[src/verilog/mem_pkg.sv]
// ~~~~~~~~~~~~~~~~~~~~~~~~~~~~~~
// Memory command definitions
// Field widths and packed layout of read/write commands
// ~~~~~~~~~~~~~~~~~~~~~~~~~~~~~~

package mem_pkg;

  localparam int VADDR_BITS = 48;
  typedef logic [VADDR_BITS-1:0] vaddr_t;

  // Transfer length in bytes
  localparam int LEN_BITS = 28;
  typedef logic [LEN_BITS-1:0] len_t;

  localparam int PID_BITS = 6;
  typedef logic [PID_BITS-1:0] pid_t;

  localparam int N_REGIONS_BITS = 1;
  typedef logic [N_REGIONS_BITS-1:0] vfid_t;

  // Command layout: vaddr, len, stream, host, pid, vfid
  localparam int CMD_LEN_OFFS    = VADDR_BITS;
  localparam int CMD_STREAM_OFFS = CMD_LEN_OFFS + LEN_BITS;
  localparam int CMD_HOST_OFFS   = CMD_STREAM_OFFS + 1;
  localparam int CMD_PID_OFFS    = CMD_HOST_OFFS + 1;
  localparam int CMD_VFID_OFFS   = CMD_PID_OFFS + PID_BITS;
  localparam int MEM_CMD_BITS    = CMD_VFID_OFFS + N_REGIONS_BITS;
  typedef logic [MEM_CMD_BITS-1:0] mem_cmd_word_t;

endpackage

[src/verilog/rdma_pkg.sv]
// ~~~~~~~~~~~~~~~~~~~~~~~~~~~~~~
// RDMA request definitions
// Opcodes, QP numbering, packed send-queue and ACK words,
// and flow-control limits of the command path
// ~~~~~~~~~~~~~~~~~~~~~~~~~~~~~~

package rdma_pkg;

  // Opcode field, IB base transport encodings
  localparam int RDMA_OPCODE_BITS = 5;
  typedef logic [RDMA_OPCODE_BITS-1:0] rdma_opcode_t;

  localparam rdma_opcode_t OP_RDMA_WRITE = 5'h0a;
  localparam rdma_opcode_t OP_RDMA_READ  = 5'h0c;

  // Queue pair number, 16 QPs
  localparam int RDMA_QPN_BITS = 4;
  localparam int N_QP          = 1 << RDMA_QPN_BITS;
  typedef logic [RDMA_QPN_BITS-1:0] qpn_t;

  // Message holds vaddr in the low bits, len above it
  localparam int RDMA_MSG_BITS = mem_pkg::VADDR_BITS + mem_pkg::LEN_BITS;

  // Send-queue word layout, from bit 0 up
  localparam int RDMA_QPN_OFFS  = RDMA_OPCODE_BITS;
  localparam int RDMA_HOST_OFFS = RDMA_QPN_OFFS + RDMA_QPN_BITS;
  localparam int RDMA_MODE_OFFS = RDMA_HOST_OFFS + 1;
  localparam int RDMA_MSG_OFFS  = RDMA_MODE_OFFS + 1;
  localparam int RDMA_REQ_BITS  = RDMA_MSG_OFFS + RDMA_MSG_BITS;
  typedef logic [RDMA_REQ_BITS-1:0] sq_word_t;

  // ACK word layout: is_nak, pid, vfid
  localparam int ACK_PID_OFFS  = 1;
  localparam int ACK_VFID_OFFS = ACK_PID_OFFS + mem_pkg::PID_BITS;
  localparam int RDMA_ACK_BITS = ACK_VFID_OFFS + mem_pkg::N_REGIONS_BITS;
  typedef logic [RDMA_ACK_BITS-1:0] ack_word_t;

  // Flow control
  localparam int RDMA_MAX_OUTSTANDING = 4;
  localparam int OUTSTANDING_CNT_BITS = $clog2(RDMA_MAX_OUTSTANDING + 1);

  localparam int ACK_QUEUE_DEPTH    = 8;
  localparam int ACK_QUEUE_PTR_BITS = $clog2(ACK_QUEUE_DEPTH);
  localparam int ACK_QUEUE_CNT_BITS = $clog2(ACK_QUEUE_DEPTH + 1);

  typedef logic [31:0] drop_count_t;

endpackage

[src/verilog/ack_queue.sv]
// ~~~~~~~~~~~~~~~~~~~~~~~~~~~~~~
// ACK queue
// Small FIFO holding ACK words until the user takes them
// ~~~~~~~~~~~~~~~~~~~~~~~~~~~~~~

`timescale 1ns/1ps

module ack_queue (
  input  logic                nclk,
  input  logic                nresetn,

  input  logic                push,
  input  rdma_pkg::ack_word_t push_word,
  output logic                not_full,

  input  logic                pop,
  output logic                head_valid,
  output rdma_pkg::ack_word_t head_word
);

  import rdma_pkg::*;

  ack_word_t                     mem [ACK_QUEUE_DEPTH];
  logic [ACK_QUEUE_PTR_BITS-1:0] wr_ptr;
  logic [ACK_QUEUE_PTR_BITS-1:0] rd_ptr;
  logic [ACK_QUEUE_CNT_BITS-1:0] count_q;
  logic [ACK_QUEUE_CNT_BITS-1:0] count_n;
  logic                          do_push;
  logic                          do_pop;

  assign not_full  = (count_q < ACK_QUEUE_DEPTH);
  assign do_push   = push & not_full;
  assign do_pop    = pop & head_valid;
  assign head_word = mem[rd_ptr];

  always_comb begin
    case ({do_push, do_pop})
      2'b10:   count_n = count_q + 1'b1;
      2'b01:   count_n = count_q - 1'b1;
      default: count_n = count_q;
    endcase
  end

  // Depth is a power of two, pointers wrap by themselves
  always_ff @(posedge nclk) begin
    if (!nresetn) begin
      wr_ptr     <= '0;
      rd_ptr     <= '0;
      count_q    <= '0;
      head_valid <= 1'b0;
    end else begin
      count_q    <= count_n;
      head_valid <= (count_n != '0);
      if (do_push) begin
        wr_ptr <= wr_ptr + 1'b1;
      end
      if (do_pop) begin
        rd_ptr <= rd_ptr + 1'b1;
      end
    end
  end

  always_ff @(posedge nclk) begin
    if (do_push) begin
      mem[wr_ptr] <= push_word;
    end
  end

endmodule

[src/verilog/qp_context_table.sv]
// ~~~~~~~~~~~~~~~~~~~~~~~~~~~~~~
// QP context table
// Per-QP enable, owner pid and vfid with a registered lookup
// ~~~~~~~~~~~~~~~~~~~~~~~~~~~~~~

`timescale 1ns/1ps

module qp_context_table (
  input  logic           nclk,
  input  logic           nresetn,

  // Context write strobe
  input  logic           qp_wr,
  input  rdma_pkg::qpn_t qp_qpn,
  input  logic           qp_enable,
  input  mem_pkg::pid_t  qp_pid,
  input  mem_pkg::vfid_t qp_vfid,

  // Lookup, result one cycle later
  input  rdma_pkg::qpn_t lookup_qpn,
  output logic           ctx_enable,
  output mem_pkg::pid_t  ctx_pid,
  output mem_pkg::vfid_t ctx_vfid
);

  import rdma_pkg::*;
  import mem_pkg::*;

  logic  enable_mem [N_QP];
  pid_t  pid_mem    [N_QP];
  vfid_t vfid_mem   [N_QP];

  // Unwritten QPs read back disabled with zero owner
  always_ff @(posedge nclk) begin
    if (!nresetn) begin
      for (int i = 0; i < N_QP; i++) begin
        enable_mem[i] <= 1'b0;
        pid_mem[i]    <= '0;
        vfid_mem[i]   <= '0;
      end
    end else if (qp_wr) begin
      enable_mem[qp_qpn] <= qp_enable;
      pid_mem[qp_qpn]    <= qp_pid;
      vfid_mem[qp_qpn]   <= qp_vfid;
    end
  end

  // Read sees the entry before a same-cycle write
  always_ff @(posedge nclk) begin
    if (!nresetn) begin
      ctx_enable <= 1'b0;
      ctx_pid    <= '0;
      ctx_vfid   <= '0;
    end else begin
      ctx_enable <= enable_mem[lookup_qpn];
      ctx_pid    <= pid_mem[lookup_qpn];
      ctx_vfid   <= vfid_mem[lookup_qpn];
    end
  end

endmodule

[src/verilog/req_dispatch.sv]
// ~~~~~~~~~~~~~~~~~~~~~~~~~~~~~~
// Request dispatcher
// Turns send-queue words into memory commands and ACK
// entries, and counts requests to invalid QPs
// ~~~~~~~~~~~~~~~~~~~~~~~~~~~~~~

`timescale 1ns/1ps

module req_dispatch (
  input  logic                   nclk,
  input  logic                   nresetn,

  // Packed send queue
  input  logic                   sq_valid,
  output logic                   sq_ready,
  input  rdma_pkg::sq_word_t     sq_word,

  // Memory commands
  output logic                   rd_cmd_valid,
  input  logic                   rd_cmd_ready,
  output mem_pkg::mem_cmd_word_t rd_cmd_word,
  output logic                   wr_cmd_valid,
  input  logic                   wr_cmd_ready,
  output mem_pkg::mem_cmd_word_t wr_cmd_word,

  // QP context lookup
  output rdma_pkg::qpn_t         lookup_qpn,
  input  logic                   ctx_enable,
  input  mem_pkg::pid_t          ctx_pid,
  input  mem_pkg::vfid_t         ctx_vfid,

  // ACK queue push
  output logic                   ack_push,
  input  logic                   ack_not_full,
  output rdma_pkg::ack_word_t    ack_word,

  output logic                   drop_count_valid,
  output rdma_pkg::drop_count_t  drop_count_data
);

  import rdma_pkg::*;
  import mem_pkg::*;

  typedef enum logic [1:0] {
    IDLE,
    LOOKUP,
    ISSUE,
    ACK
  } state_t;

  state_t        state_q;
  state_t        state_n;
  sq_word_t      req_q;
  mem_cmd_word_t cmd_q;
  rdma_opcode_t  req_opcode;
  logic          is_write;
  logic          is_read;
  logic          req_ok;
  logic          sq_fire;
  logic          cmd_fire;

  assign req_opcode = req_q[0 +: RDMA_OPCODE_BITS];
  assign is_write   = (req_opcode == OP_RDMA_WRITE);
  assign is_read    = (req_opcode == OP_RDMA_READ);
  // Only valid while in LOOKUP, when the context is back
  assign req_ok     = ctx_enable & (is_write | is_read);

  // Table registers this on the accept edge
  assign lookup_qpn = sq_word[RDMA_QPN_OFFS +: RDMA_QPN_BITS];

  assign sq_fire  = sq_valid & sq_ready;
  assign cmd_fire = (rd_cmd_valid & rd_cmd_ready) | (wr_cmd_valid & wr_cmd_ready);

  // One command register, the valids select the port
  assign rd_cmd_word = cmd_q;
  assign wr_cmd_word = cmd_q;

  assign ack_push = (state_q == ACK) & ack_not_full;

  always_comb begin
    state_n = state_q;
    case (state_q)
      IDLE: begin
        if (sq_fire) begin
          state_n = LOOKUP;
        end
      end
      LOOKUP: begin
        state_n = req_ok ? ISSUE : ACK;
      end
      ISSUE: begin
        if (cmd_fire) begin
          state_n = ACK;
        end
      end
      ACK: begin
        // Wait here while the ACK queue is full
        if (ack_not_full) begin
          state_n = IDLE;
        end
      end
      default: begin
        state_n = IDLE;
      end
    endcase
  end

  always_ff @(posedge nclk) begin
    if (!nresetn) begin
      state_q          <= IDLE;
      sq_ready         <= 1'b0;
      rd_cmd_valid     <= 1'b0;
      wr_cmd_valid     <= 1'b0;
      drop_count_valid <= 1'b0;
      drop_count_data  <= '0;
    end else begin
      state_q          <= state_n;
      sq_ready         <= (state_n == IDLE);
      drop_count_valid <= 1'b0;
      if (state_q == LOOKUP) begin
        // WRITE fetches local data, READ lands returned data
        rd_cmd_valid <= ctx_enable & is_write;
        wr_cmd_valid <= ctx_enable & is_read;
        if (!ctx_enable) begin
          drop_count_valid <= 1'b1;
          drop_count_data  <= drop_count_data + 1'b1;
        end
      end else if (cmd_fire) begin
        rd_cmd_valid <= 1'b0;
        wr_cmd_valid <= 1'b0;
      end
    end
  end

  // Request, command and ACK payload
  always_ff @(posedge nclk) begin
    if (sq_fire) begin
      req_q <= sq_word;
    end
    if (state_q == LOOKUP) begin
      cmd_q[0 +: VADDR_BITS]           <= req_q[RDMA_MSG_OFFS +: VADDR_BITS];
      cmd_q[CMD_LEN_OFFS +: LEN_BITS]  <= req_q[RDMA_MSG_OFFS + VADDR_BITS +: LEN_BITS];
      cmd_q[CMD_STREAM_OFFS]           <= req_q[RDMA_MODE_OFFS];
      cmd_q[CMD_HOST_OFFS]             <= req_q[RDMA_HOST_OFFS];
      cmd_q[CMD_PID_OFFS +: PID_BITS]  <= ctx_pid;
      cmd_q[CMD_VFID_OFFS +: N_REGIONS_BITS] <= ctx_vfid;

      ack_word[0]                              <= ~req_ok;
      ack_word[ACK_PID_OFFS +: PID_BITS]       <= ctx_pid;
      ack_word[ACK_VFID_OFFS +: N_REGIONS_BITS] <= ctx_vfid;
    end
  end

endmodule

[src/verilog/roce_stack.sv]
// ~~~~~~~~~~~~~~~~~~~~~~~~~~~~~~
// RoCE command path
// Send queue in, memory read/write commands and ACKs out,
// with a limit on unacknowledged requests
// ~~~~~~~~~~~~~~~~~~~~~~~~~~~~~~

`timescale 1ns/1ps

module roce_stack (
  input  logic                  nclk,
  input  logic                  nresetn,

  // Send queue
  input  logic                  sq_valid,
  output logic                  sq_ready,
  input  rdma_pkg::rdma_opcode_t sq_opcode,
  input  rdma_pkg::qpn_t        sq_qpn,
  input  logic                  sq_host,
  input  logic                  sq_mode,
  input  mem_pkg::vaddr_t       sq_vaddr,
  input  mem_pkg::len_t         sq_len,

  // Memory read command
  output logic                  rd_req_valid,
  input  logic                  rd_req_ready,
  output mem_pkg::vaddr_t       rd_req_vaddr,
  output mem_pkg::len_t         rd_req_len,
  output logic                  rd_req_stream,
  output logic                  rd_req_host,
  output mem_pkg::pid_t         rd_req_pid,
  output mem_pkg::vfid_t        rd_req_vfid,

  // Memory write command
  output logic                  wr_req_valid,
  input  logic                  wr_req_ready,
  output mem_pkg::vaddr_t       wr_req_vaddr,
  output mem_pkg::len_t         wr_req_len,
  output logic                  wr_req_stream,
  output logic                  wr_req_host,
  output mem_pkg::pid_t         wr_req_pid,
  output mem_pkg::vfid_t        wr_req_vfid,

  // ACK to the user
  output logic                  ack_valid,
  input  logic                  ack_ready,
  output logic                  ack_is_nak,
  output mem_pkg::pid_t         ack_pid,
  output mem_pkg::vfid_t        ack_vfid,

  // QP context write
  input  logic                  qp_wr,
  input  rdma_pkg::qpn_t        qp_qpn,
  input  logic                  qp_enable,
  input  mem_pkg::pid_t         qp_pid,
  input  mem_pkg::vfid_t        qp_vfid,

  output logic                  invalid_qp_drop_count_valid,
  output rdma_pkg::drop_count_t invalid_qp_drop_count_data
);

  import rdma_pkg::*;
  import mem_pkg::*;

  sq_word_t      sq_word;
  logic          disp_sq_valid;
  logic          disp_sq_ready;
  mem_cmd_word_t rd_cmd_word;
  mem_cmd_word_t wr_cmd_word;
  qpn_t          lookup_qpn;
  logic          ctx_enable;
  pid_t          ctx_pid;
  vfid_t         ctx_vfid;
  logic          ack_push;
  logic          ack_not_full;
  ack_word_t     ack_push_word;
  ack_word_t     ack_head_word;

  logic [OUTSTANDING_CNT_BITS-1:0] cnt_q;
  logic [OUTSTANDING_CNT_BITS-1:0] cnt_n;
  logic                            sq_room;

  // Pack send-queue fields
  always_comb begin
    sq_word[0 +: RDMA_OPCODE_BITS]                  = sq_opcode;
    sq_word[RDMA_QPN_OFFS +: RDMA_QPN_BITS]         = sq_qpn;
    sq_word[RDMA_HOST_OFFS]                         = sq_host;
    sq_word[RDMA_MODE_OFFS]                         = sq_mode;
    sq_word[RDMA_MSG_OFFS +: VADDR_BITS]            = sq_vaddr;
    sq_word[RDMA_MSG_OFFS + VADDR_BITS +: LEN_BITS] = sq_len;
  end

  // Unpack commands
  assign rd_req_vaddr  = rd_cmd_word[0 +: VADDR_BITS];
  assign rd_req_len    = rd_cmd_word[CMD_LEN_OFFS +: LEN_BITS];
  assign rd_req_stream = rd_cmd_word[CMD_STREAM_OFFS];
  assign rd_req_host   = rd_cmd_word[CMD_HOST_OFFS];
  assign rd_req_pid    = rd_cmd_word[CMD_PID_OFFS +: PID_BITS];
  assign rd_req_vfid   = rd_cmd_word[CMD_VFID_OFFS +: N_REGIONS_BITS];

  assign wr_req_vaddr  = wr_cmd_word[0 +: VADDR_BITS];
  assign wr_req_len    = wr_cmd_word[CMD_LEN_OFFS +: LEN_BITS];
  assign wr_req_stream = wr_cmd_word[CMD_STREAM_OFFS];
  assign wr_req_host   = wr_cmd_word[CMD_HOST_OFFS];
  assign wr_req_pid    = wr_cmd_word[CMD_PID_OFFS +: PID_BITS];
  assign wr_req_vfid   = wr_cmd_word[CMD_VFID_OFFS +: N_REGIONS_BITS];

  // Unpack ACK head
  assign ack_is_nak = ack_head_word[0];
  assign ack_pid    = ack_head_word[ACK_PID_OFFS +: PID_BITS];
  assign ack_vfid   = ack_head_word[ACK_VFID_OFFS +: N_REGIONS_BITS];

  // Outstanding requests, up on accept and down on ACK taken
  always_comb begin
    cnt_n = cnt_q;
    if (ack_valid & ack_ready) begin
      cnt_n = cnt_n - 1'b1;
    end
    if (sq_valid & sq_ready) begin
      cnt_n = cnt_n + 1'b1;
    end
  end

  always_ff @(posedge nclk) begin
    if (!nresetn) begin
      cnt_q <= '0;
    end else begin
      cnt_q <= cnt_n;
    end
  end

  assign sq_room       = (cnt_q < RDMA_MAX_OUTSTANDING);
  assign sq_ready      = disp_sq_ready & sq_room;
  assign disp_sq_valid = sq_valid & sq_room;

  qp_context_table u_qp_table (
    .nclk       (nclk),
    .nresetn    (nresetn),
    .qp_wr      (qp_wr),
    .qp_qpn     (qp_qpn),
    .qp_enable  (qp_enable),
    .qp_pid     (qp_pid),
    .qp_vfid    (qp_vfid),
    .lookup_qpn (lookup_qpn),
    .ctx_enable (ctx_enable),
    .ctx_pid    (ctx_pid),
    .ctx_vfid   (ctx_vfid)
  );

  req_dispatch u_dispatch (
    .nclk             (nclk),
    .nresetn          (nresetn),
    .sq_valid         (disp_sq_valid),
    .sq_ready         (disp_sq_ready),
    .sq_word          (sq_word),
    .rd_cmd_valid     (rd_req_valid),
    .rd_cmd_ready     (rd_req_ready),
    .rd_cmd_word      (rd_cmd_word),
    .wr_cmd_valid     (wr_req_valid),
    .wr_cmd_ready     (wr_req_ready),
    .wr_cmd_word      (wr_cmd_word),
    .lookup_qpn       (lookup_qpn),
    .ctx_enable       (ctx_enable),
    .ctx_pid          (ctx_pid),
    .ctx_vfid         (ctx_vfid),
    .ack_push         (ack_push),
    .ack_not_full     (ack_not_full),
    .ack_word         (ack_push_word),
    .drop_count_valid (invalid_qp_drop_count_valid),
    .drop_count_data  (invalid_qp_drop_count_data)
  );

  ack_queue u_ack_queue (
    .nclk       (nclk),
    .nresetn    (nresetn),
    .push       (ack_push),
    .push_word  (ack_push_word),
    .not_full   (ack_not_full),
    .pop        (ack_valid & ack_ready),
    .head_valid (ack_valid),
    .head_word  (ack_head_word)
  );

endmodule
[config.mk]
export PLATFORM = sky130hd
export DESIGN_NAME = roce_stack
export DESIGN_NICKNAME = d
export VERILOG_FILES = /design/src/verilog/mem_pkg.sv /design/src/verilog/rdma_pkg.sv /design/src/verilog/ack_queue.sv /design/src/verilog/qp_context_table.sv /design/src/verilog/req_dispatch.sv /design/src/verilog/roce_stack.sv
export SDC_FILE = /design/constraint.sdc
export NUM_CORES = 1
export LEC_CHECK = 0
export ABC_CLOCK_PERIOD_IN_PS = 4800
export BUFFER_PORTS_ARGS = -buffer_cell sky130_fd_sc_hd__buf_2
export CAP_MARGIN = 40
export CORE_UTILIZATION = 34
export CTS_BUF_LIST = sky130_fd_sc_hd__clkbuf_16
export DETAILED_ROUTE_END_ITERATION = 8
export GPL_ROUTABILITY_DRIVEN = 0
export PLACE_DENSITY = 0.64
export SYNTH_ARGS = -nofsm -noshare
export SYNTH_HDL_FRONTEND = slang
export SYNTH_SLANG_ARGS = --single-unit
[constraint.sdc]
create_clock -name nclk -period 4.8 [get_ports nclk]
set_clock_uncertainty 0.1 [all_clocks]
set_input_delay 0.48 -clock nclk [delete_from_list [all_inputs] [get_ports nclk]]
set_output_delay 0.48 -clock nclk [all_outputs]
set_load 0.005 [all_outputs]
# Word-level counts from Yosys, hierarchy flattened
# Memories as Yosys holds them, arrays and structs flattened. A register that Yosys moved wholly into a read port is not among the register bits.
# Index checks and enable logic that the tools add are counted.
[word_totals]
ram_bits = 192
out_inout_bits = 215
memories = 4
regBits = 232
word_cells = 92
inputBits = 106
[classes]
reduce_logical = 12
mux = 29
eq_ne = 7
addsub = 7
bitwise = 17
n_lt_le_gt_ge = 2
[memory_table]
columns = ["memory", "depth", "word_bits", "read_ports", "rd_clocked_by_memory_dff", "wr", "line", "rtl"]
rows = [
  ["u_qp_table.pid_mem", 16, 6, 1, 1, 16, "qp_context_table.sv:30", "pid_t pid_mem [N_QP];"],
  ["u_ack_queue.mem", 8, 8, 1, 1, 1, "ack_queue.sv:23", "ack_word_t mem [ACK_QUEUE_DEPTH];"],
  ["u_qp_table.enable_mem", 16, 1, 1, 1, 16, "qp_context_table.sv:29", "logic enable_mem [N_QP];"],
  ["u_qp_table.vfid_mem", 16, 1, 1, 1, 16, "qp_context_table.sv:31", "vfid_t vfid_mem [N_QP];"],
]
[ops]
columns = ["op", "n"]
rows = [
  ["adder 32 x 1 -> 32 bit (second input constant)", 1],
  ["2-to-1 mux 1 bit", 16],
  ["AND 1 bit", 13],
  ["2-to-1 mux 3 bit", 4],
  ["2-to-1 mux 4 bit", 3],
  ["equality test 5 x 4 -> 1 bit (second input constant)", 2],
  ["adder 3 x 1 -> 3 bit (second input constant)", 3],
  ["one-hot mux 2 bit (4 select lines)", 1],
  ["one-hot mux 4 bit (2 select lines)", 1],
  ["equality test 2 bit (second input constant)", 3],
  ["2-to-1 mux 2 bit", 3],
  ["2-to-1 mux 6 bit", 1],
  ["OR reduction 6 bit", 1],
  ["adder 4 x 1 -> 4 bit (second input constant)", 1],
  ["equality test 2 x 1 -> 1 bit (second input constant)", 2],
  ["zero test 2 bit", 2],
  ["less-than comparator 4 bit (second input constant)", 1],
  ["AND reduction 2 bit", 2],
  ["nonzero test 4 bit", 1],
  ["subtractor 4 x 1 -> 4 bit (second input constant)", 1],
  ["zero test 1 bit", 3],
  ["less-than comparator 3 bit (second input constant)", 1],
  ["subtractor 3 x 1 -> 3 bit (second input constant)", 1],
  ["inverter 1 bit", 2],
  ["3 further kinds", 5],
]

# Depth between registers and ports, before layout
[depth]
word_depth = 6
ltp_mapped = 10
ltp_nobuf = 8

# Cells and area by module
# Synthesis repeated with hierarchy kept, for this count alone.
[unflattened]
hier_cells = 1180
area_unflattened_um2 = 17046.3
[by_module_without_submodules]
columns = ["mod", "cells_each", "seq_area_each_um2", "instances", "area_per_inst_um2"]
rows = [
  ["req_dispatch", 464, 5835.6, 1, 7533.5],
  ["qp_context_table", 514, 3683.5, 1, 6138.4],
  ["ack_queue", 177, 2202.1, 1, 3158.0],
  ["roce_stack", 25, 60.1, 1, 216.5],
]

# Worst setup path before layout
# Ideal clock, no wire load.
[synth_path]
path_kind = "flip-flop to flip-flop"
startpoint = "reg u_dispatch.state_q[0]"
endpoint = "reg u_dispatch.rd_cmd_valid"
required_ns = 4.572
t_arrival_ns = 4.937
synth_period_minus_slack_ns = 5.165
setup_time_ns = 0.128
path_buffers = 0
path_stages_with_launch = 5
setup_slack_ns = -0.365
cell_sequence = "dfxtp_1 > nor2b_1 > nor2_1 > a22oi_1 > nor2_1"
[synth_via]
elab_chain_len = 2
elab_cells_between_ends = 3
cone_classes = "eq/ne: 1; mux: 1; reduce/logical: 1"
[synth_lines]
columns = ["item", "line", "rtl"]
rows = [
  ["from (decl)", "req_dispatch.sv:51", "state_t state_q;"],
  ["from (signal assigned)", "req_dispatch.sv:117", "state_q <= state_n;"],
  ["equality test 2 x 1 -> 1 bit (*)", "req_dispatch.sv:120", "if (state_q == LOOKUP) begin"],
  ["2-to-1 mux 1 bit or nonzero test 2 bit (tied branches)", "--", ""],
  ["to (signal assigned)", "req_dispatch.sv:122", "rd_cmd_valid <= ctx_enable & is_write;"],
  ["to (decl)", "req_dispatch.sv:19", "output logic rd_cmd_valid,"],
]
# Every way passes the cells marked *; elsewhere a longest branch is shown, timed or not.
# A chain may end at the register's enable or synchronous reset.

==> results.ini <==
[global_routing]
grt_pass1_vias=10000
grt_max_degree=62
grt_pass1_wl_microns=59000
grt_overflow=0
antenna_found_initial=2
grt_usage_pct=15.4

[die]
die_w_microns=225
ios=321
dieHeight_microns=225
core_sq_um=49100
initial_core_util_pct=34.5
die_area_sq_um=50700
rows=81

[layout]
drive_gt1_share_pct=32.4
diodes=0
fin_nets=1577
fillers=4419
post-route-util_pct=42.8
area_delta_synth_final_pct=23.9

[logic_synthesis]
async_reset_ff_share_pct=0
synth_flop_cell=edfxtp_1
synthTopCellsByArea=edfxtp_1 (58%), dfxtp_1 (11%), mux4_2 (7.6%), and2_1 (4.1%), buf_4 (4.0%)
synth.avg_cell_area_sq_um=14.9
seq_area_frac_synth_pct=69.6
synth_area_sq_um=16900
synthDistinctLibCells=48
syn_nets=1247
yosys_warnings=0
synth_top_area_share_pct=58.3
synth_edf_count=329
synthCells=1134
ys_ff_latch=424
synth_top_area_cell=edfxtp_1

[clock_tree]
clock_tree.root_cell=clkbuf_16
htree_num_levels=2
cts_sinks=424
clkTransAtPathRegs_ps=60
cts_tree=yes
clk_latency_ps=580
numCtsBuffers=44
cts_setup_buffers=0
clockBufferDepth=3

[critical_path]
cp_max_fo=10
r2r.worst_path.cells=6
reg2reg_slack_ps=1950
path_cells=buf_16, mux4_2, mux2_2, buf_2
critPathCaptureType=output port
path_buf_inv=2
cp_slowest_cell=dfxtp_1
arrival_ps=2410
startpoint_type=flip-flop
criticalPathCategory=flip-flop to output port
crit_required_ps=4220
r2r-start=u_dispatch.state_q[1]$_SDFF_PN0_
slowest_delay_ps=690
timing.rr.end=u_ack_queue.head_valid$_SDFF_PN0_
cp_top_family=multiplexers

[timing]
max_freq_ghz=0.335
min_period_over_period_pct=62.2
setup_violations=0
maxSlewHeadroom_pct=38.0
worst_pin_slew_ps=920
fin_setup_tns_ps=0
hold_violations=0
min_period_ps=2990
final_max_slew_viol_count=0
rsz0062_at_grt=no

[power]
leakage_uw=0.00765
power_uw=8120
ir_drop_v=0.000240
power_density_nw_per_um2=387

[placed_design]
numPortBuffers=320
hpwl_microns=27300

[worst_hold_path]
worstHoldEndpoint=u_qp_table.vfid_mem[12]$_DFF_P_
min_from=qp_vfid
worstHoldPathCells=3
hold_path_class=input port to flip-flop

[routing]
drc=0
post_drt_wl_per_cell_microns=18.3
via_count=10200
drt_pass1_iterations=4
ant_nets=0
vias_per_cell=4.70
drtIter0Drc=616
wirelength_microns=39600

[status]
status=completed

[run]
maxCapViolCount=0

[through the flow]
stage	instances	worst slack, ps	instance area [sq um]	hold slack, ps
after floorplan	1134	857	16900	286
after global placement	1983	2020	18600	300
after detailed placement	1998	1950	18700	305
after CTS	2161	1710	21000	177
after global routing	2162	1660	21000	216
final	2162	1810	21000	224
[synthesized netlist by cell type (4+ instances only)]
| cell | instances |
|---|---|
| buf_2 | 6 |
| mux4_2 | 57 |
| nand2_1 | 99 |
| buf_1 | 8 |
| nor3_1 | 12 |
| ha_1 | 7 |
| xor2_1 | 9 |
| mux2_2 | 8 |
| nor4_1 | 11 |
| edfxtp_1 | 329 |
| nor2_1 | 41 |
| nand3_1 | 12 |
| mux2i_1 | 15 |
| or3_1 | 6 |
| nor2b_1 | 5 |
| a21oi_1 | 25 |
| xnor2_1 | 7 |
| and4_1 | 4 |
| o31ai_1 | 9 |
| clkbuf_1 | 41 |
| inv_1 | 11 |
| dfxtp_1 | 95 |
| buf_4 | 91 |
| o21ai_0 | 50 |
| nand2b_1 | 20 |
| or4_1 | 11 |
| nand4_1 | 10 |
| and2_1 | 110 |
[sequential cells by signal, summed over array words and instances (netlist names), 2 cells and up, named ones only]
name,flops
u_qp_table.vfid_mem,16
u_ack_queue.count_q,4
u_dispatch.rd_cmd_word,85
u_qp_table.ctx_pid,6
u_ack_queue.rd_ptr,3
u_dispatch.req_q,83
u_qp_table.enable_mem,16
u_ack_queue.wr_ptr,3
u_ack_queue.mem,64
u_dispatch.state_q,2
u_qp_table.pid_mem,96
cnt_q,3
u_dispatch.drop_count_data,32
[tightest hold or removal path, stage by stage]
cell	delay [ps]
buf_2	210
nand2_1	90
o21ai_0	60
[report_power, final]
group	leakage (uW)	internal [uW]	switching (uW)
Combinational	0.00310	244	265
Sequential	0.00381	4150	87.0
Clock	0.000739	1950	1430
[layer usage]
layer  vias up  GRT usage [%]  share of wire (%)
met4         0           7.33                3.9
li1       4742              -                  -
met1      4951           18.5                 40
met3        84           3.49                7.0
met2       383           26.0                 49
met5         -              0                  0
[placed cells by master, fill, tap and decap left out, types with 15 or more instances in the layout]
cell	n
buf_2	329
edfxtp_1	329
and2_1	110
nand2_1	99
dfxtp_1	95
dlygate4sd3_1	83
mux4_2	57
o21ai_0	50
clkbuf_16	44
nor2_1	41
a21oi_1	25
inv_1	23
nand2b_1	20
mux2i_1	15
buf_4	15
[cells by family after synthesis]
logic type,Yosys count,share of synthesized area [%]
simple gates,356,11.4
xor+xnor,16,0.827
flops,424,69.6
buf+inv,158,5.61
mux,80,9.00
compound gates,93,3.06
fa+ha+maj,7,0.517
[what timing repair did]
action | 4_1_cts | 5_1_grt
hold endpoints to repair | 83 | 0
gates resized for setup | 0 | 0
hold buffers | 83 | 0
[how the worst max path moves through the flow]
stage,startpoint,end,cells past startpoint
floorplan,sq_valid,u_dispatch.state_q[0]$_SDFF_PN0_,4
global placement,sq_qpn[0],u_qp_table.ctx_pid[0]$_SDFF_PN0_,4
detailed placement,u_dispatch.state_q[1]$_SDFF_PN0_,u_ack_queue.head_valid$_SDFF_PN0_,6
CTS,flip-flop,ack_pid[1],4
global route,flip-flop,ack_is_nak,4
finish,flip-flop,ack_pid[1],4
[area by class of cell]
| class | count | area, sq um | area share [%] |
|---|---|---|---|
| Tap cell | 664 | 831 | 3.96 |
| Timing Repair Buffer | 431 | 2680 | 12.8 |
| Clock buffer | 44 | 1100 | 5.25 |
| Clock inverter | 36 | 324 | 1.54 |
| Sequential cell | 424 | 11800 | 56.2 |
| Inverter | 11 | 41.3 | 0.197 |
| Multi-Input combinational cell | 552 | 4220 | 20.1 |
Note: power is estimated with default switching activity, not from simulation.
